## src/hw/rvPkg.sv

```systemverilog
package rvPkg;

    ////////////////////
    // Widths and depths
    ////////////////////
    localparam int xlen     = 32;
    localparam int regAddrW = 5;
    localparam int memWords = 256;
    localparam int memAddrW = 8;
    localparam int apbAddrW = 12;

    // Debug address map in byte addresses
    localparam logic [apbAddrW-1:0] regBase = 12'h000;
    localparam logic [apbAddrW-1:0] pcAddr  = 12'h080;
    localparam logic [apbAddrW-1:0] memBase = 12'h400;

    ////////////////////
    // Opcodes
    ////////////////////
    localparam logic [6:0] opR     = 7'b0110011;
    localparam logic [6:0] opImm   = 7'b0010011;
    localparam logic [6:0] opLui   = 7'b0110111;
    localparam logic [6:0] opLoad  = 7'b0000011;
    localparam logic [6:0] opStore = 7'b0100011;
    localparam logic [6:0] opJal   = 7'b1101111;

    typedef enum logic [3:0] {
        aluAdd, aluSub, aluAnd, aluOr, aluXor, aluSlt, aluSll, aluSrl, aluSra, aluPassB
    } aluOp_t;

    // Write-back source for the register file
    typedef enum logic [1:0] {
        wbMem     = 2'd0,
        wbAlu     = 2'd1,
        wbPcPlus4 = 2'd2
    } wbSel_t;

    typedef struct packed {
        logic [regAddrW-1:0] rs1;
        logic [regAddrW-1:0] rs2;
        logic [regAddrW-1:0] rd;
        aluOp_t              aluOp;
        logic [xlen-1:0]     imm;
        logic                useImm;
        wbSel_t              wbSel;
        logic                regWrite;
        logic                memWrite;
        logic                isJal;
        logic                illegal;
    } decodedInstr_t;

    ////////////////////
    // APB bundles
    ////////////////////
    typedef struct packed {
        logic                psel;
        logic                penable;
        logic                pwrite;
        logic [apbAddrW-1:0] paddr;
        logic [xlen-1:0]     pwdata;
    } apbReq_t;

    typedef struct packed {
        logic [xlen-1:0] prdata;
        logic            pready;
        logic            pslverr;
    } apbRsp_t;

endpackage
```

## src/hw/apbDebugPort.sv

```systemverilog
`timescale 1ns/100ps

module apbDebugPort (
    input  logic                       clk,
    input  logic                       arstN,
    input  rvPkg::apbReq_t             req,
    input  logic [rvPkg::xlen-1:0]     pcValue,
    input  logic [rvPkg::xlen-1:0]     regData,
    input  logic [rvPkg::xlen-1:0]     memData,
    input  logic                       memDropped,
    output rvPkg::apbRsp_t             rsp,
    output logic [rvPkg::regAddrW-1:0] regIdx,
    output logic [rvPkg::memAddrW-1:0] memIdx,
    output logic                       memWe,
    output logic [rvPkg::xlen-1:0]     memWdata
);

    logic                   setupPhase;
    logic                   accessPhase;
    logic                   aligned;
    logic                   inReg;
    logic                   isPc;
    logic                   inMem;
    logic                   badAccess;
    logic [rvPkg::xlen-1:0] readWord;
    logic [rvPkg::xlen-1:0] prdataQ;
    logic                   pslverrQ;

    assign setupPhase  = req.psel && !req.penable;
    assign accessPhase = req.psel && req.penable;

    ////////////////////
    // Address decode
    ////////////////////
    assign aligned = (req.paddr[1:0] == 2'b00);
    // Registers 0x000 to 0x07C
    assign inReg   = aligned && (req.paddr[11:7] == rvPkg::regBase[11:7]);
    assign isPc    = (req.paddr == rvPkg::pcAddr);
    // Memory 0x400 to 0x7FC
    assign inMem   = aligned && (req.paddr[11:10] == rvPkg::memBase[11:10]);

    assign regIdx  = req.paddr[6:2];
    assign memIdx  = req.paddr[9:2];

    // Only the memory range is writable
    assign badAccess = req.pwrite ? !inMem : !(inReg || isPc || inMem);

    always_comb begin
        if (inReg) begin
            readWord = regData;
        end else if (isPc) begin
            readWord = pcValue;
        end else if (inMem) begin
            readWord = memData;
        end else begin
            // Unmapped reads return zero
            readWord = '0;
        end
    end

    // Capture at the end of setup, held for the access phase
    always_ff @(posedge clk or negedge arstN) begin
        if (!arstN) begin
            prdataQ  <= '0;
            pslverrQ <= 1'b0;
        end else if (setupPhase) begin
            prdataQ  <= req.pwrite ? '0 : readWord;
            pslverrQ <= badAccess;
        end else begin
            pslverrQ <= 1'b0;
        end
    end

    ////////////////////
    // Memory write and response
    ////////////////////
    assign memWe    = accessPhase && req.pwrite && inMem;
    assign memWdata = req.pwdata;

    assign rsp.prdata  = prdataQ;
    // Never waits
    assign rsp.pready  = 1'b1;
    // A dropped write reports an error in its own access phase
    assign rsp.pslverr = pslverrQ || memDropped;

endmodule

```

## config.mk

```make
export PLATFORM = sky130hd
export DESIGN_NAME = apbDebugPort
export DESIGN_NICKNAME = d
export VERILOG_FILES = /design/src/hw/rvPkg.sv /design/src/hw/apbDebugPort.sv
export SDC_FILE = /design/constraint.sdc
export NUM_CORES = 1
export LEC_CHECK = 0
export BUFFER_PORTS_ARGS = -buffer_cell sky130_fd_sc_hd__buf_2
export CORE_AREA = 3 3 86 88
export CTS_CLUSTER_DIAMETER = 200
export DETAILED_ROUTE_END_ITERATION = 12
export DIE_AREA = 0 0 89 91
export GPL_TIMING_DRIVEN = 0
export PLACE_DENSITY = 0.87
export SKIP_LAST_GASP = 1
export SLEW_MARGIN = 0
export SYNTH_ARGS = -nofsm -noshare
export SYNTH_HDL_FRONTEND = slang
export SYNTH_SLANG_ARGS = --single-unit
```

## constraint.sdc

```tcl
create_clock -name clk -period 1.43 [get_ports clk]
set_clock_uncertainty 0.1 [all_clocks]
set_input_delay 0.143 -clock clk [delete_from_list [all_inputs] [get_ports clk]]
set_output_delay 0.143 -clock clk [all_outputs]
set_load 0.02 [all_outputs]
```

Word-level counts from Yosys, hierarchy flattened
Cells that the tools add are included.
- ROM bits: 0
- memories kept: 0
- word-level logic and storage cells: 24
- bits in writable memories: 0
- output and inout port bits: 80
- bits in latches: 0
- bits of input ports: 146
- flip-flop bits (word level): 33
- div/mod/pow operators: 0
- shift-type cells: 0
- muxes and demuxes: 6
- equality and inequality tests: 2
- $add $sub $neg: 0
- multiply operators: 0
- reduce and logical (&&, ||, !) cells: 14
- bitwise operators: 0
- order comparisons: 0
- operator list (kind ; count):
    32-bit 2-to-1 mux ; 4
    12-bit by 8-bit equality test with 1-bit output (second input constant) ; 1
    1-bit logical AND ; 6
    5-bit logical NOT ; 1
    1-bit logical NOT ; 3
    1-bit logical OR ; 3
    2-bit by 1-bit equality test with 1-bit output (second input constant) ; 1
    2-bit logical NOT ; 1
    1-bit 2-to-1 mux ; 2

Logic depth before layout (Yosys ltp)
- word-level depth: 7
- depth in mapped cells: 6
- gate-level depth less buffers: 4

Worst setup path before layout
OpenSTA, ideal clock, no wires.
- path type: input-to-output
- start point: in req[33] in the netlist's numbering
- end point: out memWe
- arrival time: 1.167 ns
- path buffers: 1
- data required time: 1.187 ns
- setup slack: 0.020 ns
- cell stages on the path: 3
- cells stage by stage: nor4b_2 buf_2 and4_1
- longest elaborated chain between the ends: 3
- ends and longest elaborated chain (what ; RTL line ; text):
    start, declared ; apbDebugPort.sv:6 ; input rvPkg::apbReq_t req,
    2-bit logical NOT ; apbDebugPort.sv:35 ; assign aligned = (req.paddr[1:0] == 2'b00);
    1-bit logical AND ; apbDebugPort.sv:40 ; assign inMem = aligned && (req.paddr[11:10] == rvPkg::memBase[11:10]);
    1-bit logical AND ; apbDebugPort.sv:77 ; assign memWe = accessPhase && req.pwrite && inMem;
    end, declared ; apbDebugPort.sv:14 ; output logic memWe,
No other way between the ends.

Final worst setup path
- start point: in req[32] in the netlist's numbering
- end point: out memWe
Same word-level chain as after synthesis.

==> run metrics <==
Sink Count 33; Synth Warn # 0; kind of critical path in2out; final antenna-violating net count 0; number of synthesized flops with an enable pin 0; initial antenna violation count 0; number of max-cap violations 0; Synth Instances 262; Area Growth Syn to Fin 55.38%; Clock Power Share 30.3%; setup tns final 0 ns; Top-Level Pins 226; Non-Filler Instances 549; drt pass-1 iters 4; Synth Area per Inst 8.563 sq um; FMAX 718.3 MHz; GP Congestion 0.7875; share of the synthesized area in the top cell type 36.81%; startpoint class of the critical path input pin; Post-synth top cells buf_4 (46), o21ai_0 (35), nand2_1 (34); worst vdd ir 0.0002803 V; Top FF cell, synth dfrtp_1; Worst Path Arrival 1.15 ns; fin area 3486 sq um; final wirelength between 8000 and 9000 microns; Comb pwr share 28.3%; DRC viols 0; syn nets 408; cell taking the most area after synthesis dfrtp_1; Slew HR 48.08%; # diodes 0; grt total ovfl 0; die span in x 89 microns; Psw 717.2 uW; RSZ-0062 raised after global routing no; clock buffer depth 2; outcome finished clean; Power Density 664.1 nW/um^2; Core Region approximately 6700 sq um; synth top area cells dfrtp_1 (37%), buf_4 (15%), o21ai_0 (7.8%); DR iter-0 viols 53; Internal 1598 uW; ys async rst share 100.0%; dpl hpwl 6920 microns; layout cells sized above 1 58.21%; first-pass GRT wire length 12,650 microns; vias in the first global route 2,660; Yosys cell types 28; port bufs 192; leading cell type by number of instances after synthesis buf_4; Critical Path Fanout Max 10; initial core utilization 33.39%; clock transition at the registers of the reported paths about 0.070 ns; root buffer cell clkbuf_8; #FFs+latches synth 33; final setup fails 0; mapped cell area between 2000 and 2500 sq um; fin. max-slew vios 0; HP Class in2reg; Least-Margin Pin Slew 0.7788 ns; placed insts 534; die height between 90 and 100 microns; dpl cell area around 3300 sq um; Seq pwr share 41.4%; final setup margin 0.03777 ns; WL per Instance about 16 microns; CTS buffer count 5; pre-CTS WS -0.6077 ns; Nets 614; vias 2,734; final hold vios 0; sw frac 30.98%; Skew-Pair Late Insertion Delay ~0.28 ns; CTS tree built; Die ar. ~8000 sq um; Tcrit/Tclk final 97.36%; CTS HTree Levels 2; leakage power 0.001857 uW; CP Data Required Time 1.19 ns; GRT Total Usage 20.23%; Vias/cell ~5.0; crit path capture type output port; largest net degree at the start of global routing 34; Final min period 1.392 ns; Cell Rows 30; register area share after synthesis 36.81%
sequential cells by signal, summed over array words and instances (netlist names):
name      flops
pslverrQ      1
prdataQ      32
repair_timing:
item / 4_1_cts / 5_1_grt
pin swaps: 3 / 1
hold buffers: 1 / 0
setup buffers: 3 / 3
setup endpoints to repair: 32 / 29
hold endpoints to repair: 33 / 0
resized for setup: 4 / 20
per-layer routing:
layer / wire [microns] / share of wire [%] / track usage (%) / up-vias
li1: - / - / - / 1335
met1: 3384 / 39 / 22.82 / 1252
met2: 4613 / 53 / 38.49 / 145
met3: 660 / 7.6 / 2.904 / 2
met4: 45 / 0.52 / 5.211 / 0
met5: 0 / 0 / 0 / -
through the flow:
stage / util, % / total power (uW) / hold slack (ns)
after floorplan: - / 1309 / -0.2526
after global placement: 49.18 / 1606 / 0.1546
after detailed placement: 49.18 / 1618 / 0.1677
after CTS: 51.21 / 2341 / 0.02125
after global routing: 51.88 / 2432 / 0.02818
final: 51.88 / 2315 / 0.03247
path summary, 6_finish.rpt:
path	startpoint	to	slack [ns]	cells past startpoint
setup / recovery	req[32]	memWe	0.04	5
hold / removal	pcValue[6]	prdataQ[6]	0.03	3
min in group asynchronous	arstN	prdataQ[6]	0.37	2
max in group asynchronous	arstN	prdataQ[23]	0.36	2
hold reg to reg	prdataQ[30]	prdataQ[30]	0.38	2
setup reg to reg	prdataQ[12]	prdataQ[12]	0.65	2
power groups by stage:
stage / combinational [uW] / sequential [uW] / clock [uW]
finish: 655 / 959 / 701
global route: 709 / 961 / 762
CTS: 653 / 959 / 728
detailed placement: 641 / 978 / 0
global placement: 629 / 977 / 0
floorplan: 310 / 999 / 0
logic make-up after synthesis:
kind of cell / synth area share (%)
AOI/OAI and AO/OA: 32.57
DFF: 36.81
and+or+nand+nor: 10.99
other: 0.1672
buffers and inverters: 19.46
worst max-delay path, cell delays in order:
cell     delay [ns]
buf_2          0.13
nor4b_4        0.29
buf_4          0.23
and4_1         0.20
buf_2          0.16
layout make-up:
cell class / count / area (sq um)
Fill cell: 657 / 3233
Multi-Input combinational cell: 161 / 1008
Clock inverter: 2 / 10.01
Buffer: 66 / 445.4
Timing Repair Buffer: 199 / 1016
Tap cell: 80 / 100.1
Sequential cell: 33 / 825.8
Inverter: 2 / 7.507
Clock buffer: 6 / 72.57
layout by cell type, fill, tap and decap left out, types with 5 or more instances in the layout:
master,synthesis,layout
a31oi_1,13,13
clkbuf_8,0,5
buf_2,7,196
nand2_1,34,33
a22oi_1,7,7
dfrtp_1,33,33
a32o_1,12,12
clkbuf_1,13,7
o21ai_0,35,35
a21oi_1,12,12
buf_4,46,53
clkbuf_2,0,7
o21ai_1,10,10
a2bb2oi_1,13,13
o221ai_1,7,7
(Power assumes the default switching activity.)
