===== src/hw/rvPkg.sv =====
package rvPkg;

    ////////////////////
    // Widths and depths
    ////////////////////
    localparam int xlen     = 32;
    localparam int regAddrW = 5;
    localparam int memWords = 256;
    localparam int memAddrW = 8;
    localparam int apbAddrW = 12;

    // Debug address map in byte addresses
    localparam logic [apbAddrW-1:0] regBase = 12'h000;
    localparam logic [apbAddrW-1:0] pcAddr  = 12'h080;
    localparam logic [apbAddrW-1:0] memBase = 12'h400;

    ////////////////////
    // Opcodes
    ////////////////////
    localparam logic [6:0] opR     = 7'b0110011;
    localparam logic [6:0] opImm   = 7'b0010011;
    localparam logic [6:0] opLui   = 7'b0110111;
    localparam logic [6:0] opLoad  = 7'b0000011;
    localparam logic [6:0] opStore = 7'b0100011;
    localparam logic [6:0] opJal   = 7'b1101111;

    typedef enum logic [3:0] {
        aluAdd, aluSub, aluAnd, aluOr, aluXor, aluSlt, aluSll, aluSrl, aluSra, aluPassB
    } aluOp_t;

    // Write-back source for the register file
    typedef enum logic [1:0] {
        wbMem     = 2'd0,
        wbAlu     = 2'd1,
        wbPcPlus4 = 2'd2
    } wbSel_t;

    typedef struct packed {
        logic [regAddrW-1:0] rs1;
        logic [regAddrW-1:0] rs2;
        logic [regAddrW-1:0] rd;
        aluOp_t              aluOp;
        logic [xlen-1:0]     imm;
        logic                useImm;
        wbSel_t              wbSel;
        logic                regWrite;
        logic                memWrite;
        logic                isJal;
        logic                illegal;
    } decodedInstr_t;

    ////////////////////
    // APB bundles
    ////////////////////
    typedef struct packed {
        logic                psel;
        logic                penable;
        logic                pwrite;
        logic [apbAddrW-1:0] paddr;
        logic [xlen-1:0]     pwdata;
    } apbReq_t;

    typedef struct packed {
        logic [xlen-1:0] prdata;
        logic            pready;
        logic            pslverr;
    } apbRsp_t;

endpackage

===== src/hw/regFile.sv =====
`timescale 1ns/100ps

module regFile (
    input  logic                      clk,
    input  logic                      arstN,
    input  logic                      writeEnable,
    input  logic [rvPkg::regAddrW-1:0] rd,
    input  logic [rvPkg::regAddrW-1:0] rs1,
    input  logic [rvPkg::regAddrW-1:0] rs2,
    input  logic [rvPkg::regAddrW-1:0] dbgAddr,
    input  rvPkg::wbSel_t             wbSel,
    input  logic [rvPkg::xlen-1:0]    pcValue,
    input  logic [rvPkg::xlen-1:0]    aluResult,
    input  logic [rvPkg::xlen-1:0]    memData,
    output logic [rvPkg::xlen-1:0]    rdata1,
    output logic [rvPkg::xlen-1:0]    rdata2,
    output logic [rvPkg::xlen-1:0]    dbgData
);

    localparam int numRegs = 2 ** rvPkg::regAddrW;

    logic [rvPkg::xlen-1:0] regs [numRegs];
    logic [rvPkg::xlen-1:0] wdata;

    ////////////////////
    // Write-back select
    ////////////////////
    always_comb begin
        case (wbSel)
            rvPkg::wbMem:     wdata = memData;
            rvPkg::wbAlu:     wdata = aluResult;
            // Link value, PC of the current instruction plus 4
            rvPkg::wbPcPlus4: wdata = pcValue + 32'd4;
            default:          wdata = aluResult;
        endcase
    end

    // x0 is never written, so it stays at its reset value
    always_ff @(posedge clk or negedge arstN) begin
        if (!arstN) begin
            for (int i = 0; i < numRegs; i++) begin
                regs[i] <= '0;
            end
        end else if (writeEnable && rd != '0) begin
            regs[rd] <= wdata;
        end
    end

    ////////////////////
    // Read ports
    ////////////////////
    // Core operands
    assign rdata1 = (rs1 == '0) ? '0 : regs[rs1];
    assign rdata2 = (rs2 == '0) ? '0 : regs[rs2];
    // Debug read for APB
    assign dbgData = (dbgAddr == '0) ? '0 : regs[dbgAddr];

endmodule


===== config.mk =====
export PLATFORM = sky130hd
export DESIGN_NAME = regFile
export DESIGN_NICKNAME = d
export VERILOG_FILES = /design/src/hw/rvPkg.sv /design/src/hw/regFile.sv
export SDC_FILE = /design/constraint.sdc
export NUM_CORES = 2
export LEC_CHECK = 0
export BUFFER_PORTS_ARGS = -buffer_cell sky130_fd_sc_hd__buf_2
export CAP_MARGIN = 20
export CORE_MARGIN = 3
export CORE_UTILIZATION = 30
export DETAILED_ROUTE_END_ITERATION = 10
export PLACE_DENSITY = 0.45
export SYNTH_ARGS = -nofsm -noshare
export SYNTH_HDL_FRONTEND = slang
export SYNTH_SLANG_ARGS = --single-unit

===== constraint.sdc =====
create_clock -name clk -period 6.95 [get_ports clk]
set_input_delay 0.695 -clock clk [delete_from_list [all_inputs] [get_ports clk]]
set_output_delay 0.695 -clock clk [all_outputs]
set_load 0.03 [all_outputs]

## After elaboration in Yosys (flattened, before gate mapping)

Index checks and enable logic that the tools add are counted.

| storage, ports and cells | value |
|---|---|
| word-level logic and storage cells | 66 |
| bits in registers | 1024 |
| output and inout port bits | 96 |
| input bits | 121 |

| cells by class | value |
|---|---|
| magnitude comparators | 5 |
| eq/ne operators | 1 |
| reductions and logical operators | 7 |
| mux-type cells | 16 |
| bitwise operators | 4 |
| add/subtract/negate cells | 1 |

Operators with widths:

| operator | count |
|---|---|
| $bwmux W1024 | 1 |
| $bmux W32 S5 | 3 |
| $mux W32 | 10 |
| $demux W32 S5 | 1 |
| $pmux W32 S2 | 1 |
| $add A32 B3 Y32 const B | 1 |
| $ge A6 B6 Y1 const B | 4 |
| $not A5 Y6 | 4 |
| $logic_not A5 Y1 | 3 |
| $lt A6 B1 Y1 const B | 1 |
| $reduce_bool A5 Y1 | 1 |
| $eq A2 B2 Y1 const B | 1 |
| $logic_and A1 B1 Y1 | 2 |
| $logic_not A2 Y1 | 1 |

## Depth between registers and ports, before layout

| logic depth | value |
|---|---|
| depth in word-level cells | 6 |
| mapped depth | 9 |
| gate-level depth less buffers | 6 |

## Least setup slack after synthesis

No wires, ideal clock.

| timing | value |
|---|---|
| path type | input port to output port |
| start point | input rs2[1] (netlist name) |
| end point | output rdata2[15] (netlist name) |
| buffers on the path | 3 |
| setup slack | 3.460 ns |
| required time | 6.255 ns |
| arrival | 2.795 ns |
| stages on the path | 7 |
| cell sequence | clkbuf_1 > buf_2 > clkbuf_1 > mux4_2 > mux4_2 > nand2_1 > o21ai_0 |

| on the way | value |
|---|---|
| longest elaborated chain between the ends | 5 |
| elaborated cells on any way between the ends | 6 |
| classes of those cells | mux (4); bitwise (1); reduce/logical (1) |

RTL lines:

| item | RTL line | RTL |
|---|---|---|
| from (decl) | regFile.sv:9 | `input logic [rvPkg::regAddrW-1:0] rs2,` |
| $not A5 Y6 (not written as such) | regFile.sv:54 | `assign rdata2 = (rs2 == '0) ? '0 : regs[rs2];` |
| $bmux W32 S5 | regFile.sv:54 |  |
| $mux W32 (not written as such) (2 in a row) | regFile.sv:54 |  |
| $mux W32 (*) | regFile.sv:54 |  |
| to (decl) | regFile.sv:16 | `output logic [rvPkg::xlen-1:0] rdata2,` |

Every way passes the cells marked *; elsewhere a longest branch is shown, timed or not. The select of a mux whose other input is x is not followed.

## Worst setup path after layout

| timing | value |
|---|---|
| start point | input rs2[0] (netlist name) |
| end point | output rdata2[27] (netlist name) |

The elaborated chain is that of the path after synthesis.

==> flow_metrics.tcl <==
set metrics [dict create \
    worstPathRequired_ns 6.25 \
    ys_seq_elements 1024 \
    fin_crit_sh_pct 65.58 \
    die_y_um 461.4 \
    hp-class "flop to flop" \
    status "finished, final reports clean" \
    max_slew_margin_pct 19.22 \
    skew_ns 0 \
    drc 0 \
    grt_max_degree 160 \
    final-setup-viol-count 0 \
    post_cts_resized 0 \
    cp.arrival_ns 3.86 \
    cp_common_cell "mux4_2" \
    clk_transition_reported_paths_ns 0.06 \
    met3_usage_pct 3.814 \
    synth.distinct_cells 51 \
    grt.overflow.total 0 \
    ys_seq_area_share_pct 41.19 \
    drt_pass1_iterations 6 \
    vias 46140 \
    viasPerCell 5.888 \
    dp_worst_setup_slack_ns 2.316 \
    fmax_mhz 219.4 \
    use_met1_pct 29.31 \
    synth-compound-area-share_pct 10.24 \
    cts_tree "yes" \
    num_rows 166 \
    synthAdderAreaFrac_pct 0.02011 \
    async_flop_share_pct 100.0 \
    synth_xor_xnor_area_share_pct 0.08448 \
    dp.cells 7617 \
    p_leak_nw 27.54 \
    nets 5169 \
    fin_ws_ns 2.392 \
    busiest_layer "met2" \
    die_w_um 461.4 \
    max_stage_delay_ns 0.57 \
    drt-initial-drc-count 4316 \
    start_util_pct 30.28 \
    num_io_pins 217 \
    routedWlPerCell_um 31.35 \
    synth-edff-count 0 \
    synth-simple-area-share_pct 8.265 \
    ys.warnings.count 0 \
    layout.cells.non_filler 7837 \
    grt_usage_pct 23.04 \
    place.gp.congestion 0.8495 \
    syn_avg_cell_area_sq_um 11.99 \
    ant_nets 0 \
    synth_top_family_by_area "multiplexers" \
    area_growth_pct 12.82 \
    hold_viol_final 0 \
    worstMarginPinSlew_ns 1.199 \
    crit_path_start_kind "primary input" \
    htree_levels 3 \
    wirelength_um 245700 \
    fillers 20120 \
    setup_tns_ns 0 \
    critPathKind "primary input to output port" \
    ir_drop_mv 0.2164 \
    syn_nets 5310 \
    cts_root_buf "clkbuf_16" \
    largest_reg_flops 1024 \
    powerDensity_mw_per_mm2 304.8 \
    use_met2_pct 37.84 \
    period_needed_ns 4.558 \
    worstPathMaxFanout 61 \
    regMostFlops "regs" \
    drive_above_1_share_pct 34.03 \
    syn_inst 5188 \
    reg_top3 "regs x1024" \
    grt_pass1_vias 46950 \
    ys.flop_type "dfrtp_1" \
    syn_area_sq_mm 0.06220 \
    crit_path_end_kind "output port" \
    clock_sinks 1024 \
    path_cells "buf_8, buf_4, mux4_2, mux4_2, inv_1, o21ai_0, buf_2" \
    rsz0062_at_grt "no" \
    cts.path.max_buffers 3 \
    slew_violations 0 \
    core_sq_mm 0.2054 \
    portBuffers 216 \
    clk_latency_ns 0.74 \
    dpl.hpwl_um 151400 \
    dieArea_sq_mm 0.2128 \
    synthMuxAreaShare_pct 36.00 \
    maxCapViolCount 0 \
    cts_inserted_buffers 114 \
    grt_pass1_wl_um 355300 \
    antenna_found_initial 11 \
    slowest_stage "buf_8" \
]
## final timing paths
| kind | to | from | cells after the start | slack [ns] |
|---|---|---|---|---|
| hold reg to reg | regs[1023] | regs[1023] | 0 | 0.41 |
| min in group asynchronous | regs[72] | arstN | 2 | 0.57 |
| setup reg to reg | regs[28] | regs[28] | 2 | 6.11 |
| setup / recovery | rdata2[27] | rs2[0] | 7 | 2.39 |
| max in group asynchronous | regs[847] | arstN | 4 | 4.67 |
| hold / removal | regs[1023] | regs[1023] | 0 | 0.41 |
## power by group
| part | switching (mW) | internal (mW) | total, mW |
|---|---|---|---|
| combinational | 2.92 | 3.26 | 6.18 |
| sequential | 1.37 | 7.31 | 8.69 |
| clock | 2.76 | 3.76 | 6.52 |
| total | 7.05 | 14.3 | 21.4 |
## repair_timing
item,CTS,global route
setup buffers,0,0
hold endpoints to repair,28,0
hold buffers,1,0
## area by class of cell
type	count	area, sq um	area share (%)
diodes	6	15.01	0.02139
clock buffers	152	3318	4.728
clock inverters	60	666.9	0.9503
inverters	35	131.4	0.1872
multi-input cells	3509	34420	49.05
flip-flops and latches	1024	25620	36.51
well taps	2688	3363	4.792
repair buffers	363	2636	3.757
## cell families after synthesis
group	count (synthesis)
xor gates and xnor gates	6
adders and majority gates	1
muxes	1094
buffers and inverters	655
AOI/OAI and AO/OA	1101
and+or+nand+nor	1307
DFF	1024
## per-layer routing
| metal | vias to the layer above | part of all wire [%] | routed length [um] |
|---|---|---|---|
| met1 | 24380 | 40 | 97890 |
| li1 | 19480 | - | - |
| met2 | 1816 | 48 | 118800 |
| met5 | - | 0.017 | 41 |
| met3 | 460 | 6.1 | 14870 |
| met4 | 6 | 5.7 | 14090 |
## metrics by stage
step	power, mW	hold WS (ns)	util (%)	instance area [sq um]
after detailed placement	14.94	0.4040	32.20	66150
after global routing	22.44	0.4271	34.16	70170
after floorplan	12.86	0.3994	-	62200
final	21.39	0.4118	34.16	70180
after CTS	21.50	0.4181	34.15	70140
after global placement	14.78	0.3953	32.15	66040
## worst max-delay path: cells and delay by family
kind | cells | cell delay, ns
multiplexers | 2 | 1.05
buffers and inverters | 4 | 1.59
AO/OA/AOI/OAI | 1 | 0.37
## Yosys cell counts, types with 8 or more instances
master,count,area (sq um)
a22oi_1,76,570.6
nor3_1,12,60.06
mux4_2,895,20160
o21ai_0,250,1251
nor4_1,9,56.30
a21oi_1,406,2032
buf_1,54,202.7
inv_1,35,131.4
nand2_1,419,1573
dfrtp_1,1024,25620
nor2_1,800,3003
a22o_1,8,70.07
or4_1,8,60.06
clkbuf_1,464,1742
mux2_2,193,2173
nor2b_1,8,50.05
nand4_1,10,62.56
a221oi_1,29,254.0
nand3_1,12,60.06
a21oi_2,20,175.2
and3_1,9,56.30
a31oi_1,282,1764
buf_2,98,490.5
## cells in the final DEF (no fill, tap or decap), types with 26 or more instances in the layout
| cell | synthesis | layout |
|---|---|---|
| dfrtp_1 | 1024 | 1024 |
| nand2_1 | 419 | 419 |
| clkinv_2 | 0 | 27 |
| buf_12 | 0 | 26 |
| buf_4 | 0 | 121 |
| nor2_1 | 800 | 768 |
| nor2_4 | 0 | 32 |
| clkbuf_16 | 0 | 116 |
| a31oi_1 | 282 | 282 |
| clkbuf_8 | 0 | 28 |
| mux2_2 | 193 | 193 |
| a22oi_1 | 76 | 68 |
| inv_1 | 35 | 35 |
| a21oi_1 | 406 | 394 |
| a21oi_2 | 20 | 29 |
| mux4_2 | 895 | 895 |
| o21ai_0 | 250 | 245 |
| a221oi_1 | 29 | 29 |
| buf_2 | 98 | 203 |
Power figures use the tool's default switching activity.
