## src/hw/rvPkg.sv

```systemverilog
package rvPkg;

    ////////////////////
    // Widths and depths
    ////////////////////
    localparam int xlen     = 32;
    localparam int regAddrW = 5;
    localparam int memWords = 256;
    localparam int memAddrW = 8;
    localparam int apbAddrW = 12;

    // Debug address map in byte addresses
    localparam logic [apbAddrW-1:0] regBase = 12'h000;
    localparam logic [apbAddrW-1:0] pcAddr  = 12'h080;
    localparam logic [apbAddrW-1:0] memBase = 12'h400;

    ////////////////////
    // Opcodes
    ////////////////////
    localparam logic [6:0] opR     = 7'b0110011;
    localparam logic [6:0] opImm   = 7'b0010011;
    localparam logic [6:0] opLui   = 7'b0110111;
    localparam logic [6:0] opLoad  = 7'b0000011;
    localparam logic [6:0] opStore = 7'b0100011;
    localparam logic [6:0] opJal   = 7'b1101111;

    typedef enum logic [3:0] {
        aluAdd, aluSub, aluAnd, aluOr, aluXor, aluSlt, aluSll, aluSrl, aluSra, aluPassB
    } aluOp_t;

    // Write-back source for the register file
    typedef enum logic [1:0] {
        wbMem     = 2'd0,
        wbAlu     = 2'd1,
        wbPcPlus4 = 2'd2
    } wbSel_t;

    typedef struct packed {
        logic [regAddrW-1:0] rs1;
        logic [regAddrW-1:0] rs2;
        logic [regAddrW-1:0] rd;
        aluOp_t              aluOp;
        logic [xlen-1:0]     imm;
        logic                useImm;
        wbSel_t              wbSel;
        logic                regWrite;
        logic                memWrite;
        logic                isJal;
        logic                illegal;
    } decodedInstr_t;

    ////////////////////
    // APB bundles
    ////////////////////
    typedef struct packed {
        logic                psel;
        logic                penable;
        logic                pwrite;
        logic [apbAddrW-1:0] paddr;
        logic [xlen-1:0]     pwdata;
    } apbReq_t;

    typedef struct packed {
        logic [xlen-1:0] prdata;
        logic            pready;
        logic            pslverr;
    } apbRsp_t;

endpackage
```

## src/hw/alu.sv

```systemverilog
`timescale 1ns/100ps

module alu (
    input  logic [rvPkg::xlen-1:0] a,
    input  logic [rvPkg::xlen-1:0] b,
    input  rvPkg::aluOp_t          op,
    output logic [rvPkg::xlen-1:0] result
);

    // Shift amount from low five bits of b
    logic [4:0] shamt;

    assign shamt = b[4:0];

    always_comb begin
        case (op)
            rvPkg::aluAdd:   result = a + b;
            rvPkg::aluSub:   result = a - b;
            rvPkg::aluAnd:   result = a & b;
            rvPkg::aluOr:    result = a | b;
            rvPkg::aluXor:   result = a ^ b;
            // Signed compare, result 0 or 1
            rvPkg::aluSlt:   result = {31'b0, $signed(a) < $signed(b)};
            rvPkg::aluSll:   result = a << shamt;
            rvPkg::aluSrl:   result = a >> shamt;
            // Arithmetic shift keeps the sign
            rvPkg::aluSra:   result = $unsigned($signed(a) >>> shamt);
            // LUI, upper immediate straight through
            rvPkg::aluPassB: result = b;
            default:         result = '0;
        endcase
    end

endmodule

```

## config.mk

```make
export PLATFORM = sky130hd
export DESIGN_NAME = alu
export DESIGN_NICKNAME = d
export VERILOG_FILES = /design/src/hw/rvPkg.sv /design/src/hw/alu.sv
export SDC_FILE = /design/constraint.sdc
export NUM_CORES = 1
export LEC_CHECK = 0
export BUFFER_PORTS_ARGS = -buffer_cell sky130_fd_sc_hd__buf_2
export CAP_MARGIN = 10
export CORE_AREA = 2 2 124 126
export DETAILED_ROUTE_END_ITERATION = 8
export DIE_AREA = 0 0 126 128
export PLACE_DENSITY = 0.8
export SYNTH_ARGS = -nofsm -noshare
export SYNTH_HDL_FRONTEND = slang
export SYNTH_SLANG_ARGS = --single-unit
```

## constraint.sdc

```tcl
create_clock -name vclk -period 6.6
set_clock_uncertainty 0.15 [all_clocks]
set_input_delay 1.32 -clock vclk [all_inputs]
set_output_delay 1.32 -clock vclk [all_outputs]
set_load 0.05 [all_outputs]
```

Word level (Yosys, flattened, before mapping) --
Index checks and enable logic that the tools add are counted.
Storage, ports and cells: register bits after elaboration 0, bits in latches 0, RAM bits 0, memory bits (read-only) 0, bits of input ports 68, output and inout port bits 32, word-level logic and storage cells 20, memories 0
Operators by class: add/sub/neg operators 2, $mul 0, div/mod/pow operators 0, magnitude comparators 1, equality and inequality tests 9, shifts and indexed selects 3, multiplexer cells 1, bitwise logic cells 3, reductions and logical operators 1
Operators by type and width (count):
- 32-bit one-hot mux with 10 select lines | 1
- 32-bit adder | 1
- 32-bit bitwise AND | 1
- 32-bit < comparator | 1
- 32-bit OR | 1
- 32-bit by 5-bit left shift with 32-bit output | 1
- 32-bit by 5-bit right shift with 32-bit output | 1
- 32-bit by 5-bit >>> shifter with 32-bit output | 1
- 32-bit subtractor | 1
- 32-bit bitwise XOR | 1
- 4-bit by 3-bit == test with 1-bit output, second input constant | 4
- 4-bit by 2-bit == test with 1-bit output, second input constant | 2
- 4-bit == test, second input constant | 2
- 4-bit by 1-bit == test with 1-bit output, second input constant | 1
- 4-bit zero test | 1

Longest topological paths before layout --
Gate-level depths: netlist (run 1).
depth after elaboration 2, gate-level depth with buffers 15, depth with buffers taken out 12

Worst setup path before layout (run 1) --
OpenSTA, ideal clock, no wires.
path kind input to output, start input b[2] (netlist name), end output result[17] (netlist name), arrival time 5175 ps, data required time 5130 ps, path slack -45 ps, stages on the path 15, buffers on the path 4, cells stage by stage buf_2 -> inv_1 -> buf_2 -> buf_2 -> buf_2 -> ha_1 -> nand2b_1 -> o311a_1 -> or4_4 -> a21oi_4 -> o31ai_4 -> a21o_1 -> a21oi_1 -> a221oi_1 -> o21ai_0
On the way: longest elaborated chain between the ends 2, elaborated cells between the ends (all ways) 6, classes of those cells add/sub (2); shift (3); mux (1)
Ends and longest elaborated chain:
- start, declared | RTL line alu.sv:5 | input logic [rvPkg::xlen-1:0] b,
- 32-bit subtractor (tied with other cells) | RTL line alu.sv:18 | rvPkg::aluSub: result = a - b;
- 32-bit one-hot mux with 10 select lines (*) | RTL line alu.sv:16 | case (op)
- end, declared | RTL line alu.sv:7 | output logic [rvPkg::xlen-1:0] result
Mark *: on every way between the ends. The rest lies on a longest branch, timed or not.

Worst setup path after layout (run 1) --
start input a[4] (netlist name), end output result[29] (netlist name)
On the way: longest elaborated chain between the ends 2, elaborated cells between the ends (all ways) 6, classes of those cells add/sub (2); shift (3); mux (1)
Ends and longest elaborated chain:
- start, declared | RTL line alu.sv:4 | input logic [rvPkg::xlen-1:0] a,
- 32-bit subtractor (tied with other cells) | RTL line alu.sv:18
- 32-bit one-hot mux with 10 select lines (*) | RTL line alu.sv:16
Marked as above.

==> metrics.txt, run 1 <==
run status=finished clean; YS warnings=0; sequential element share of the synthesized area=0%; Worst Path Arrival=4.63 ns; Post-Route Utilization=62.56%; remaining global-route overflow=0; crit path launch type=input port; First-pass DRT Iterations=6; Setup TNS=0 ns; Fin. Hold Viols=0; commonest non-fill, non-tap cell in the layout=nor2_1; Iteration-0 DRC Markers=1958; Post-Synthesis Cell Area=8686 µm²; n_diodes=0; Final HPWL DP=27550 µm; fin. max-slew vios=0; most frequent cells in the layout=150 x nor2_1, 115 x a21oi_1, 99 x ha_1, 99 x buf_2; Hold Crit Depth=4; Max Freq=164.0 MHz; WS Path Type=input port to primary output; post-CTS sizing=0; Hold-fix buffers, CTS=0; drt drc=0; Mapped Nets=1405; layout overhead on the synthesized area=7.059%; num sequential=0; Slew headroom=27.65%; Rows=45; antenna viol nets, final=0; # setup viols final=0; initial core utilization=58.43%; Max Cap Violations=0; DRT Wirelength=36000 µm; synth unique cells=86; share of cells above drive strength 1=17.53%; CP Capture Type=primary output; Worst Max-Slew Pin Slew=1.085 ns; gr usage total=42.90%; IO Pins=100; Final period util=92.37%; Die ar.=16130 µm²; Leak Pwr=4.015 nW; pin count of the biggest net entering global routing=76; Clock Buffer Count=0; post-route minimum period=6.096 ns; average size of a mapped cell=7.027 µm²; cells after synthesis=1236; Hold Path Class=input port to primary output; first-pass GRT wire length=55340 µm; flip-flop and latch area=0 µm²; Post-CTS Setup Inserts=0; Max VDD drop=0.06896 mV; CP max FO=10; RSZ-0062 raised after global routing=false; number of global-route vias before repair=9726; vias per cell=7.420; die span in x=126 µm; DR WL/cell=24.65 µm; pwr/cell area=97.88 nW/µm²; Port Buffers=100; vias=10830; CP Data Required Time=5.13 ns; layout net count=1443; die height=128 µm; RD Place Congestion=1.112; initial antenna violation count=0; core area=14860 µm²; fillcell total=1413
## synthesized netlist by cell type (5+ instances only)
| library cell | n | area (µm²) |
|---|---|---|
| o21bai_1 | 15 | 112.6 |
| buf_1 | 6 | 22.52 |
| a221o_1 | 14 | 140.1 |
| mux4_2 | 53 | 1194 |
| o21a_1 | 5 | 37.54 |
| a31oi_1 | 10 | 62.56 |
| o2111ai_1 | 12 | 105.1 |
| o22ai_1 | 9 | 56.30 |
| a21o_1 | 13 | 97.59 |
| inv_1 | 88 | 330.3 |
| a211o_1 | 9 | 78.83 |
| nor4_1 | 9 | 56.30 |
| o211ai_1 | 20 | 150.1 |
| nor3_1 | 24 | 120.1 |
| o31ai_1 | 10 | 75.07 |
| nand3_1 | 27 | 135.1 |
| nand2b_1 | 10 | 62.56 |
| o31a_1 | 5 | 43.79 |
| o221ai_1 | 13 | 113.9 |
| ha_1 | 99 | 1239 |
| nand2_1 | 84 | 315.3 |
| mux2i_1 | 38 | 380.4 |
| mux2_2 | 7 | 78.83 |
| a22o_1 | 7 | 61.31 |
| a21oi_1 | 115 | 575.6 |
| a21boi_0 | 6 | 45.04 |
| o311ai_0 | 6 | 52.55 |
| and3_1 | 9 | 56.30 |
| or3_1 | 12 | 75.07 |
| clkbuf_1 | 64 | 240.2 |
| and2_1 | 6 | 37.54 |
| a22oi_1 | 20 | 150.1 |
| nand4_1 | 8 | 50.05 |
| o21ai_1 | 5 | 25.02 |
| nor2_1 | 150 | 563.0 |
| a221oi_1 | 18 | 157.7 |
| or2_2 | 8 | 50.05 |
| nor2b_1 | 12 | 75.07 |
| a211oi_1 | 23 | 172.7 |
| buf_4 | 7 | 52.55 |
| buf_2 | 19 | 95.09 |
| o21ai_0 | 89 | 445.4 |
## stage by stage
step	hold WS (ns)	power [mW]	worst slack, ns	instance area (µm²)	cells
after floorplan	2.944	0.6265	0.03389	8686	1236
after global placement	3.012	0.8675	0.6282	9299	1460
after detailed placement	3.013	0.8751	0.5935	9299	1460
after CTS	3.016	0.8793	0.5975	9299	1460
after global routing	3.059	0.9642	0.2864	9299	1460
final	3.011	0.9102	0.5039	9299	1460
## critical path: stages
cell and delay (ns):
buf_2 0.19, inv_1 0.06, ha_1 0.43, a211oi_1 0.33, nor2_1 0.14, o31ai_1 0.46
a31oi_1 0.33, and3_1 0.28, and3_1 0.18, o32ai_1 0.31, o21ai_0 0.18, nand3_1 0.13
buf_2 0.26
## power breakdown
group | switching [mW] | internal [mW] | leakage, nW
Clock | 0 | 0 | 0
Combinational | 0.606 | 0.304 | 4.01
Sequential | 0 | 0 | 0
## cells by family after synthesis
| group | share of synthesized area [%] |
|---|---|
| compound gates | 36.43 |
| xor+xnor | 0.4033 |
| fa+ha+maj | 14.72 |
| buf+inv | 8.874 |
| mux | 19.03 |
| simple gates | 20.54 |
## final cells by class
cell class	count	area, µm²	share of cell area, %
Inverter	93	349.1	3.754
Multi-Input combinational cell	1046	7951	85.51
Tap cell	188	235.2	2.530
Timing Repair Buffer	133	763.2	8.208
## layer usage
| metal | vias to the layer above | global-route usage [%] | share of wire [%] |
|---|---|---|---|
| met5 | - | 0 | 0 |
| met2 | 869 | 65.12 | 42 |
| met3 | 138 | 9.599 | 15 |
| li1 | 4781 | - | - |
| met1 | 5045 | 60.05 | 38 |
| met4 | 0 | 15.00 | 4.7 |
## worst paths after layout
kind / from / endpoint / slack, ns
max: a[4] / result[29] / 0.50
min: b[8] / result[8] / 3.01
Power figures use the tool's default switching activity.
==> run 2: changes to the inputs <==
==> constraint.sdc (replaced) <==
create_clock -name vclk -period 7.7
set_clock_uncertainty 0.15 [all_clocks]
set_input_delay 1.54 -clock vclk [all_inputs]
set_output_delay 1.54 -clock vclk [all_outputs]
set_load 0.05 [all_outputs]
==> metrics.txt, run 2 (synthesis results as in run 1) <==
CP Capture Type=primary output; Max Cap Violations=0; most frequent cells in the layout=150 x nor2_1, 115 x a21oi_1, 99 x ha_1, 99 x buf_2, 89 x o21ai_0; Leak Pwr=3.961 nW; final non-filler cell total=1450; DR WL/cell=25.09 µm; hold path start=b[10]; layout net count=1433; gr usage total=42.70%; antenna viol nets, final=0; First-pass DRT Iterations=6; core area=14860 µm²; Iteration-0 DRC Markers=1710; number of global-route vias before repair=9659; layout overhead on the synthesized area=6.050%; die span in x=126 µm; RSZ-0062 raised after global routing=false; RD Place Congestion=1.054; initial antenna violation count=0; design area=9211 µm²; vias=10850; num sequential=0; Final period util=88.34%; Post-Route Utilization=61.97%; share of cells above drive strength 1=16.88%; post-CTS sizing=0; first-pass GRT wire length=55360 µm; Slew headroom=23.96%; Cell Chain, Critical Path=buf_2, inv_1, buf_4, ha_1, nor2_1, o311a_1, or4_4, a21oi_4, nor3_1, o311ai_0, nand3_1, and4bb_1, nor2_1, buf_2; Clock Buffer Count=0; Critical-path top delay cell=o311ai_0; Cell Area, Placed=9211 µm²; run status=finished clean; die height=128 µm; vias per cell=7.479; IO Pins=100; Slowest Stage Delay on Critical Path=0.57 ns; Setup TNS=0 ns; pin count of the biggest net entering global routing=53; WS Path Type=input port to primary output; pwr/cell area=84.05 nW/µm²; Port Buffers=100; initial core utilization=58.43%; CP Data Required Time=6.01 ns; remaining global-route overflow=0; CP Launch Point=b[1]; flip-flop and latch area=0 µm²; n_diodes=0; # setup viols final=0; Hold Path Class=input port to primary output; DRT Wirelength=36380 µm; dpl cells=1450; Fin. Hold Viols=0; fillcell total=1444; Rows=45; Worst Path Arrival=5.11 ns; post-route minimum period=6.802 ns; CP max FO=19; fin. max-slew vios=0; crit path launch type=input port; Worst Max-Slew Pin Slew=1.141 ns; Final HPWL DP=27860 µm; Hold-fix buffers, CTS=0; drt drc=0; commonest non-fill, non-tap cell in the layout=nor2_1; Max Freq=147.0 MHz; Die ar.=16130 µm²; Max VDD drop=0.07061 mV; Post-CTS Setup Inserts=0
==> run 2: cell types whose count changed in the layout (fill, tap and decap cells not counted) <==
cell     before  now
buf_12        1    0
buf_4        33   24
o21ai_0      87   89
o21ai_1       7    5
==> run 2: final cells by class <==
class | instances | area [µm²] | share of cell area [%]
Multi-Input combinational cell | 1046 | 7951 | 86.32
Timing Repair Buffer | 123 | 675.6 | 7.335
Inverter | 93 | 349.1 | 3.790
Tap cell | 188 | 235.2 | 2.554
==> run 2: path summary, 6_finish.rpt <==
| check | to | slack [ns] | cells after the start |
|---|---|---|---|
| setup / recovery | result[31] | 0.90 | 14 |
| hold / removal | result[10] | 3.44 | 4 |
==> run 2: through the flow <==
| step | total power [mW] | hold slack [ns] | worst slack [ns] |
|---|---|---|---|
| 2_1_floorplan | 0.5367 | 3.384 | 0.6145 |
| 3_3_place_gp | 0.7400 | 3.435 | 0.9876 |
| 3_5_place_dp | 0.7445 | 3.444 | 0.9737 |
| 4_1_cts | 0.7485 | 3.445 | 0.9707 |
| 5_1_grt | 0.8176 | 3.466 | 0.6735 |
| 6_report | 0.7742 | 3.439 | 0.8979 |
==> run 2: routing by layer <==
| metal | GRT usage [%] | share of wire (%) | up-vias |
|---|---|---|---|
| met5 | 0 | 0 | - |
| met4 | 16.55 | 5.4 | 0 |
| met3 | 6.093 | 13 | 160 |
| met2 | 67.55 | 43 | 897 |
| met1 | 59.02 | 39 | 5032 |
| li1 | - | - | 4756 |
==> run 2: power breakdown <==
part / total, mW / switching, mW / internal (mW) / leakage (nW)
clock: 0 / 0 / 0 / 0
combinational: 0.774 / 0.519 / 0.256 / 3.96
sequential: 0 / 0 / 0 / 0
total: 0.774 / 0.519 / 0.256 / 3.96
==> run 2: critical path, delay by kind of cell <==
| kind | cells | cell delay [ns] |
|---|---|---|
| buffers and inverters | 4 | 0.94 |
| adders and majority gates | 1 | 0.33 |
| AOI/OAI and AO/OA | 3 | 1.10 |
| and+or+nand+nor | 6 | 1.18 |
