<file path="config.mk">
export PLATFORM = sky130hd
export DESIGN_NAME = instrDecode
export DESIGN_NICKNAME = d
export VERILOG_FILES = /design/src/hw/rvPkg.sv /design/src/hw/instrDecode.sv
export SDC_FILE = /design/constraint.sdc
export NUM_CORES = 1
export LEC_CHECK = 0
export BUFFER_PORTS_ARGS = -buffer_cell sky130_fd_sc_hd__buf_2
export CAP_MARGIN = 25
export CELL_PAD_IN_SITES_DETAIL_PLACEMENT = 0
export CELL_PAD_IN_SITES_GLOBAL_PLACEMENT = 1
export CORE_AREA = 2 2 62 64
export DETAILED_ROUTE_END_ITERATION = 12
export DIE_AREA = 0 0 64 66
export PLACE_DENSITY = 0.85
export SYNTH_ARGS = -nofsm -noshare
export SYNTH_HDL_FRONTEND = slang
export SYNTH_SLANG_ARGS = --single-unit
</file>
<file path="constraint.sdc">
create_clock -name vclk -period 2.34
set_clock_uncertainty 0.1 [all_clocks]
set_input_delay 0.351 -clock vclk [all_inputs]
set_output_delay 0.351 -clock vclk [all_outputs]
set_load 0.01 [all_outputs]
</file>
<file path="src/hw/rvPkg.sv">
package rvPkg;

    ////////////////////
    // Widths and depths
    ////////////////////
    localparam int xlen     = 32;
    localparam int regAddrW = 5;
    localparam int memWords = 256;
    localparam int memAddrW = 8;
    localparam int apbAddrW = 12;

    // Debug address map in byte addresses
    localparam logic [apbAddrW-1:0] regBase = 12'h000;
    localparam logic [apbAddrW-1:0] pcAddr  = 12'h080;
    localparam logic [apbAddrW-1:0] memBase = 12'h400;

    ////////////////////
    // Opcodes
    ////////////////////
    localparam logic [6:0] opR     = 7'b0110011;
    localparam logic [6:0] opImm   = 7'b0010011;
    localparam logic [6:0] opLui   = 7'b0110111;
    localparam logic [6:0] opLoad  = 7'b0000011;
    localparam logic [6:0] opStore = 7'b0100011;
    localparam logic [6:0] opJal   = 7'b1101111;

    typedef enum logic [3:0] {
        aluAdd, aluSub, aluAnd, aluOr, aluXor, aluSlt, aluSll, aluSrl, aluSra, aluPassB
    } aluOp_t;

    // Write-back source for the register file
    typedef enum logic [1:0] {
        wbMem     = 2'd0,
        wbAlu     = 2'd1,
        wbPcPlus4 = 2'd2
    } wbSel_t;

    typedef struct packed {
        logic [regAddrW-1:0] rs1;
        logic [regAddrW-1:0] rs2;
        logic [regAddrW-1:0] rd;
        aluOp_t              aluOp;
        logic [xlen-1:0]     imm;
        logic                useImm;
        wbSel_t              wbSel;
        logic                regWrite;
        logic                memWrite;
        logic                isJal;
        logic                illegal;
    } decodedInstr_t;

    ////////////////////
    // APB bundles
    ////////////////////
    typedef struct packed {
        logic                psel;
        logic                penable;
        logic                pwrite;
        logic [apbAddrW-1:0] paddr;
        logic [xlen-1:0]     pwdata;
    } apbReq_t;

    typedef struct packed {
        logic [xlen-1:0] prdata;
        logic            pready;
        logic            pslverr;
    } apbRsp_t;

endpackage
</file>
<file path="src/hw/instrDecode.sv">
`timescale 1ns/100ps

module instrDecode (
    input  logic [31:0]          instr,
    output rvPkg::decodedInstr_t dec
);

    // Raw instruction fields
    logic [6:0] opcode;
    logic [2:0] funct3;
    logic [6:0] funct7;

    // Immediates per format
    logic [rvPkg::xlen-1:0] immI;
    logic [rvPkg::xlen-1:0] immS;
    logic [rvPkg::xlen-1:0] immU;
    logic [rvPkg::xlen-1:0] immJ;

    assign opcode = instr[6:0];
    assign funct3 = instr[14:12];
    assign funct7 = instr[31:25];

    assign immI = {{20{instr[31]}}, instr[31:20]};
    assign immS = {{20{instr[31]}}, instr[31:25], instr[11:7]};
    assign immU = {instr[31:12], 12'b0};
    // J format, offset bit 0 always zero
    assign immJ = {{11{instr[31]}}, instr[31], instr[19:12], instr[20], instr[30:21], 1'b0};

    always_comb begin
        dec       = '0;
        dec.rs1   = instr[19:15];
        dec.rs2   = instr[24:20];
        dec.rd    = instr[11:7];
        dec.aluOp = rvPkg::aluAdd;
        dec.wbSel = rvPkg::wbAlu;

        case (opcode)
            rvPkg::opR: begin
                dec.regWrite = 1'b1;
                // funct7 selects SUB and SRA, everything else needs zero
                case ({funct7, funct3})
                    {7'h00, 3'b000}: dec.aluOp = rvPkg::aluAdd;
                    {7'h20, 3'b000}: dec.aluOp = rvPkg::aluSub;
                    {7'h00, 3'b001}: dec.aluOp = rvPkg::aluSll;
                    {7'h00, 3'b010}: dec.aluOp = rvPkg::aluSlt;
                    {7'h00, 3'b100}: dec.aluOp = rvPkg::aluXor;
                    {7'h00, 3'b101}: dec.aluOp = rvPkg::aluSrl;
                    {7'h20, 3'b101}: dec.aluOp = rvPkg::aluSra;
                    {7'h00, 3'b110}: dec.aluOp = rvPkg::aluOr;
                    {7'h00, 3'b111}: dec.aluOp = rvPkg::aluAnd;
                    default:         dec.illegal = 1'b1;
                endcase
            end
            rvPkg::opImm: begin
                dec.regWrite = 1'b1;
                dec.useImm   = 1'b1;
                dec.imm      = immI;
                // No immediate shifts or SLTIU here
                case (funct3)
                    3'b000:  dec.aluOp = rvPkg::aluAdd;
                    3'b010:  dec.aluOp = rvPkg::aluSlt;
                    3'b100:  dec.aluOp = rvPkg::aluXor;
                    3'b110:  dec.aluOp = rvPkg::aluOr;
                    3'b111:  dec.aluOp = rvPkg::aluAnd;
                    default: dec.illegal = 1'b1;
                endcase
            end
            rvPkg::opLui: begin
                dec.regWrite = 1'b1;
                dec.useImm   = 1'b1;
                dec.imm      = immU;
                dec.aluOp    = rvPkg::aluPassB;
            end
            rvPkg::opLoad: begin
                // Word loads only
                dec.regWrite = 1'b1;
                dec.useImm   = 1'b1;
                dec.imm      = immI;
                dec.wbSel    = rvPkg::wbMem;
                dec.illegal  = (funct3 != 3'b010);
            end
            rvPkg::opStore: begin
                dec.memWrite = 1'b1;
                dec.useImm   = 1'b1;
                dec.imm      = immS;
                dec.illegal  = (funct3 != 3'b010);
            end
            rvPkg::opJal: begin
                dec.regWrite = 1'b1;
                dec.imm      = immJ;
                dec.wbSel    = rvPkg::wbPcPlus4;
                dec.isJal    = 1'b1;
            end
            default: dec.illegal = 1'b1;
        endcase

        // Illegal encodings leave all state alone
        if (dec.illegal) begin
            dec.regWrite = 1'b0;
            dec.memWrite = 1'b0;
            dec.isJal    = 1'b0;
        end
    end

endmodule

</file>
== Word level (Yosys, flattened, before mapping) ==
Index checks and enable logic that the tools add are counted.
Operators by class
  reductions and logical operators: 9
  multiplexer cells: 13
  equality and inequality tests: 19
Operators by type and width (number)
  32-bit case mux with 4 select lines: 1
  10-bit by 3-bit equality test with 1-bit output (second input constant): 4
  4-bit case mux with 8 select lines: 1
  7-bit by 6-bit equality test with 1-bit output (second input constant): 3
  10-bit by 9-bit equality test with 1-bit output (second input constant): 2
  3-bit case mux with 4 select lines: 1
  4-bit case mux with 3 select lines: 1
  10-bit by 1-bit equality test with 1-bit output (second input constant): 1
  10-bit by 2-bit equality test with 1-bit output (second input constant): 1
  10-bit zero test: 1
  5-bit OR reduction: 2
  3-bit equality test (second input constant): 3
  9-bit OR reduction: 1
  7-bit by 2-bit equality test with 1-bit output (second input constant): 1
  7-bit by 5-bit equality test with 1-bit output (second input constant): 1
  7-bit equality test (second input constant): 1
  1-bit 2-to-1 mux: 6
  2-bit OR reduction: 3
  1-bit case mux with 4 select lines: 1
  2-bit case mux with 2 select lines: 1
  4-bit OR reduction: 1
  3-bit by 2-bit equality test with 1-bit output (second input constant): 1
  3-bit zero test: 1
  3-bit 2-to-1 mux: 1
  3-bit by 2-bit != test with 1-bit output (second input constant): 1
Storage, ports and cells
  logic and storage cells: 41
  register bits: 0
  input port bits: 32
  output and inout port bits: 58

== Logic depth before layout (Yosys ltp) ==
Gate-level depths: netlist (run 1).
  word-level depth: 5
  depth in mapped cells: 5
  depth with buffers taken out: 5

== Worst setup path before layout (run 1) ==
Ideal clock, no wire load.
  kind: input to output
  from: in instr[6]
  to: out dec[40] in the netlist's numbering
  path buffers: 1
  path slack: 0.373 ns
  stages on the path: 5
  required time: 1.889 ns
  arrival: 1.516 ns
  path through: and4bb_2 > nand2b_2 > buf_6 > or3_4 > o31ai_2
RTL lines
  start: declaration: RTL line instrDecode.sv:4  | input logic [31:0] instr,
  end: declaration: RTL line instrDecode.sv:5  | output rvPkg::decodedInstr_t dec

==> impl_metrics.tcl, run 1 <==
set metrics [dict create \
    finalHoldViolCount 0 \
    start_util_pct 22.2 \
    flops_and_latches 0 \
    relSlewSlack_pct 73.3 \
    routedWlPerCell_um 11.8 \
    yosysMostFrequentCell "a21o_1" \
    ant_nets 0 \
    synth_largest_area_cell "a21o_1" \
    p_int_mw 0.0551 \
    routabilityCongestion 0.850 \
    power.clock.fraction_pct 0 \
    leakage_nw 0.864 \
    ir_drop_uv 38.5 \
    avgSynthCellArea_sq_um 6.56 \
    die_y_um 66 \
    syn_nets 152 \
    status "finished, final reports clean" \
    routed_wl_mm 2.86 \
    min_path_cells 2 \
    path_max_fanout 11 \
    hold_end "dec[56]" \
    synth_cell_types 40 \
    ioPinCount 90 \
    overflow 0 \
    n_antenna_cell 0 \
    synth_area_leaders "a21o_1, buf_4, nor2b_1" \
    min_period_over_period_pct 94.3 \
    comb_power_share_pct 100.0 \
    dp_hpwl_mm 2.32 \
    first_iter_violations 29 \
    dieWidth_um 64 \
    fmax_mhz 453 \
    grt_pass1_vias 890 \
    power_switching_mw 0.0680 \
    grt_start_max_net_pins 14 \
    hold_slack_ns 0.801 \
    required_ns 1.89 \
    setup_viol 0 \
    syn_area_sq_um 787 \
    ff_latch_area_sq_um 0 \
    port_buffers 90 \
    ctsResizeCount 0 \
    startpoint_type "input pin" \
    num_vias 1093 \
    min_from "instr[18]" \
    coreArea_sq_um 3550 \
    maxSlewViolCount 0 \
    fin_util_pct 34.1 \
    nClkBuffers 0 \
    grt_antenna_before_repair 0 \
    tightest_slew_ns 0.397 \
    rsz0062_at_grt "no" \
    yosysWarnings 0 \
    synth_top_area_share_pct 19.1 \
    vias_per_cell 4.52 \
    critPathCaptureType "output port" \
    drv_cap 0 \
    n_fill_cell 404 \
    drive_above_1_share_pct 53.6 \
    min_period_ns 2.21 \
    hold_path.class "in2out" \
    cp.arrival_ns 1.76 \
    finalSetupTns_ns 0 \
    synthTopCellsByCount "a21o_1, buf_4, a21oi_1, nor2b_1, nor2_1" \
    syn_inst 120 \
    hold_buffers 0 \
    syn_to_final_growth_pct 53.7 \
    postCtsSetupBuffers 0 \
    p_sw_share_pct 55.2 \
    nets 228 \
    fp-row-count 22 \
    yosysSeqAreaShare_pct 0 \
    dr.pass1.iters 4 \
    path_class "in2out" \
    power_density_nw_per_um2 102 \
    grt_pass1_wl_mm 4.11 \
    grt_usage_pct 11.6 \
    share_seq_of_total_power_pct 0 \
    dieArea_sq_um 4220 \
    drc 0 \
]
## how the worst max path moves through the flow
stage	to	from	cells after the start	slack [ns]
final	dec[40]	instr[6]	6	0.13
after global routing	dec[3]	instr[6]	6	0.06
after CTS	dec[40]	instr[6]	6	0.13
after detailed placement	dec[40]	instr[6]	6	0.14
after global placement	dec[40]	instr[6]	6	0.16
after floorplan	dec[40]	instr[6]	5	0.37
## logic make-up (layout without fill, tap and decap cells)
| kind of cell | after synthesis | count (layout) | synth area share, % |
|---|---|---|---|
| AND/OR/NAND/NOR | 43 | 43 | 33.4 |
| AO/OA/AOI/OAI | 48 | 48 | 43.7 |
| buffers and inverters | 28 | 102 | 21.8 |
| XOR/XNOR | 1 | 1 | 1.11 |
## stage by stage
stage	instance area, sq um	power (mW)	std cells	worst slack [ns]
2_1_floorplan	787	0.0728	120	0.373
3_3_place_gp	1210	0.122	242	0.155
3_5_place_dp	1210	0.123	242	0.138
4_1_cts	1210	0.123	242	0.131
5_1_grt	1210	0.135	242	0.0557
6_report	1210	0.123	242	0.133
## layer usage
metal  global-route usage [%]  part of all wire, %  wire length [um]
met1                     15.7                   46              1320
met2                     21.1                   49              1400
met3                    0.852                  4.8               138
met4                    0.543                    0                 0
met5                        0                    0                 0
## power groups by stage
| stage | sequential [mW] | combinational, mW | clock [mW] |
|---|---|---|---|
| after floorplan | 0 | 0.0728 | 0 |
| after global placement | 0 | 0.122 | 0 |
| after detailed placement | 0 | 0.123 | 0 |
| after CTS | 0 | 0.123 | 0 |
| after global routing | 0 | 0.135 | 0 |
| final | 0 | 0.123 | 0 |
## worst max-delay path, cell delays in order
cell and delay, ns:
buf_2 0.11, and4bb_2 0.35, nand2b_2 0.16, or3_4 0.43, o31ai_2 0.18, buf_2 0.16
## cell type report
cell class	count	area [sq um]	share of cell area [%]
inverters	5	18.8	1.55
multi-input cells	92	616	50.9
well taps	48	60.1	4.96
repair buffers	97	515	42.6
## placed cells by master, fill, tap and decap left out, types with 2 or more instances in the layout
cell type,n
buf_2,90
a21o_1,20
nor2b_1,10
a21oi_1,10
nor2_1,7
buf_4,6
nand2_1,5
o21ai_0,5
inv_1,4
a22o_1,4
nand4_1,2
nand3b_1,2
or3_1,2
and3_1,2
nor3b_1,2
(Power assumes the default switching activity.)
==> inputs of run 2 (changes only) <==
==> config.mk (replaced) <==
export PLATFORM = sky130hd
export DESIGN_NAME = instrDecode
export DESIGN_NICKNAME = d
export VERILOG_FILES = /design/src/hw/rvPkg.sv /design/src/hw/instrDecode.sv
export SDC_FILE = /design/constraint.sdc
export NUM_CORES = 1
export LEC_CHECK = 0
export ABC_CLOCK_PERIOD_IN_PS = 2340
export BUFFER_PORTS_ARGS = -buffer_cell sky130_fd_sc_hd__buf_2
export CAP_MARGIN = 25
export CELL_PAD_IN_SITES_DETAIL_PLACEMENT = 1
export CELL_PAD_IN_SITES_GLOBAL_PLACEMENT = 2
export CORE_AREA = 2 2 74 76
export DETAILED_ROUTE_END_ITERATION = 12
export DIE_AREA = 0 0 76 78
export PLACE_DENSITY = 0.83
export SYNTH_ARGS = -nofsm -noshare
export SYNTH_HDL_FRONTEND = slang
export SYNTH_SLANG_ARGS = --single-unit
==> run 2 against run 1 <==
Flip-flop and latch count stayed put. Fmax grew 2.0%. Cell count is 9.9% higher. Largest cell class unchanged. Combinational power about the same. Via count grew 7.0%. Global-route usage shrank 0.37 points. Critical path depth is the same.
==> impl_metrics.tcl, run 2 (same netlist as run 1, synthesis figures left out) <==
set metrics [dict create \
    flops_and_latches 0 \
    min_from "instr[15]" \
    grt_usage_pct 11.3 \
    critPathCaptureType "output port" \
    ant_nets 0 \
    fmax_mhz 462 \
    crit_chain "buf_2 > and4bb_2 > nand2b_2 > or3_4 > o31ai_2 > buf_2" \
    drive_above_1_share_pct 54.1 \
    power_density_nw_per_um2 100 \
    required_ns 1.89 \
    dp_worst_setup_slack_ns 0.180 \
    vias_per_cell 4.39 \
    n_antenna_cell 0 \
    hold_buffers 0 \
    port_buffers 90 \
    layout_commonest_cell "buf_2" \
    num_vias 1169 \
    dr.pass1.iters 4 \
    rsz0062_at_grt "no" \
    drc 0 \
    tightest_slew_ns 0.300 \
    hold_slack_ns 0.801 \
    routedWlPerCell_um 13.2 \
    relSlewSlack_pct 80.0 \
    grt_pass1_wl_mm 5.63 \
    hold_path.class "in2out" \
    crit_top_cell "buf_2" \
    dieArea_sq_um 5930 \
    first_iter_violations 31 \
    hold_end "dec[53]" \
    ir_drop_uv 18.3 \
    critPathSlowestCell "or3_4" \
    ctsResizeCount 0 \
    fp-row-count 26 \
    finalWorstSetupSlack_ns 0.176 \
    dp_hpwl_mm 2.96 \
    min_path_cells 2 \
    ioPinCount 90 \
    maxSlewViolCount 0 \
    final_cell_mix "buf_2, a21o_1, nor2b_1, a21oi_1, buf_4" \
    slowest_delay_ns 0.41 \
    grt_pass1_vias 1129 \
    use_met1_pct 13.9 \
    dieWidth_um 76 \
    coreArea_sq_um 5040 \
    grt_util_met2_pct 22.2 \
    nClkBuffers 0 \
    finalHoldViolCount 0 \
    start_util_pct 15.6 \
    min_period_ns 2.16 \
    routed_wl_mm 3.51 \
    postCtsSetupBuffers 0 \
    setup_viol 0 \
    cpLargestDelayFamily "simple AND/OR/NAND/NOR gates" \
    grt_antenna_before_repair 0 \
    path_max_fanout 7 \
    nets 230 \
    status "finished, final reports clean" \
    drv_cap 0 \
    die_y_um 78 \
    routabilityCongestion 0.761 \
    ff_latch_area_sq_um 0 \
    path_buf_inv 2 \
    overflow 0 \
    grt_start_max_net_pins 14 \
    min_period_over_period_pct 92.5 \
    n_fill_cell 664 \
    startpoint_type "input pin" \
    cp.arrival_ns 1.71 \
    finalSetupTns_ns 0 \
    grt.busiest_layer "met2" \
    globalRouteMet3Util_pct 0.698 \
    leakage_nw 0.873 \
    path_class "in2out" \
    syn_to_final_growth_pct 59.1 \
]
[run 2: how the worst max path moves through the flow]
stage                         from      end  slack (ns)  cells past startpoint
after global placement    instr[6]  dec[40]        0.19                      6
after CTS                 instr[6]  dec[40]        0.17                      6
after detailed placement  instr[6]  dec[40]        0.18                      6
final                     instr[6]  dec[40]        0.18                      6
after global routing      instr[6]   dec[8]        0.07                      8
after floorplan           instr[6]  dec[40]        0.37                      5
[run 2: power by group]
part           internal (mW)  switching, mW  total (mW)
logic                 0.0558         0.0699       0.126
registers                  0              0           0
clock network              0              0           0
[run 2: layout make-up]
| type | instances | area, sq um | share of cell area (%) |
|---|---|---|---|
| multi-input combinational | 92 | 616 | 49.2 |
| tap | 70 | 87.6 | 6.99 |
| inverter | 5 | 18.8 | 1.50 |
| timing repair buffer | 99 | 531 | 42.4 |
[run 2: per-layer routing]
metal	vias up	routed length (um)
met5	-	0
met1	561	1450
met2	29	1910
met4	0	22
li1	577	-
met3	2	131
[run 2: metrics by stage]
step,utilization [%],total power [mW],cells,cell area [sq um]
final,24.8,0.126,266,1250
after CTS,24.8,0.127,266,1250
after global placement,24.8,0.125,266,1250
after detailed placement,24.8,0.127,266,1250
after global routing,24.8,0.140,266,1250
after floorplan,-,0.0728,120,787
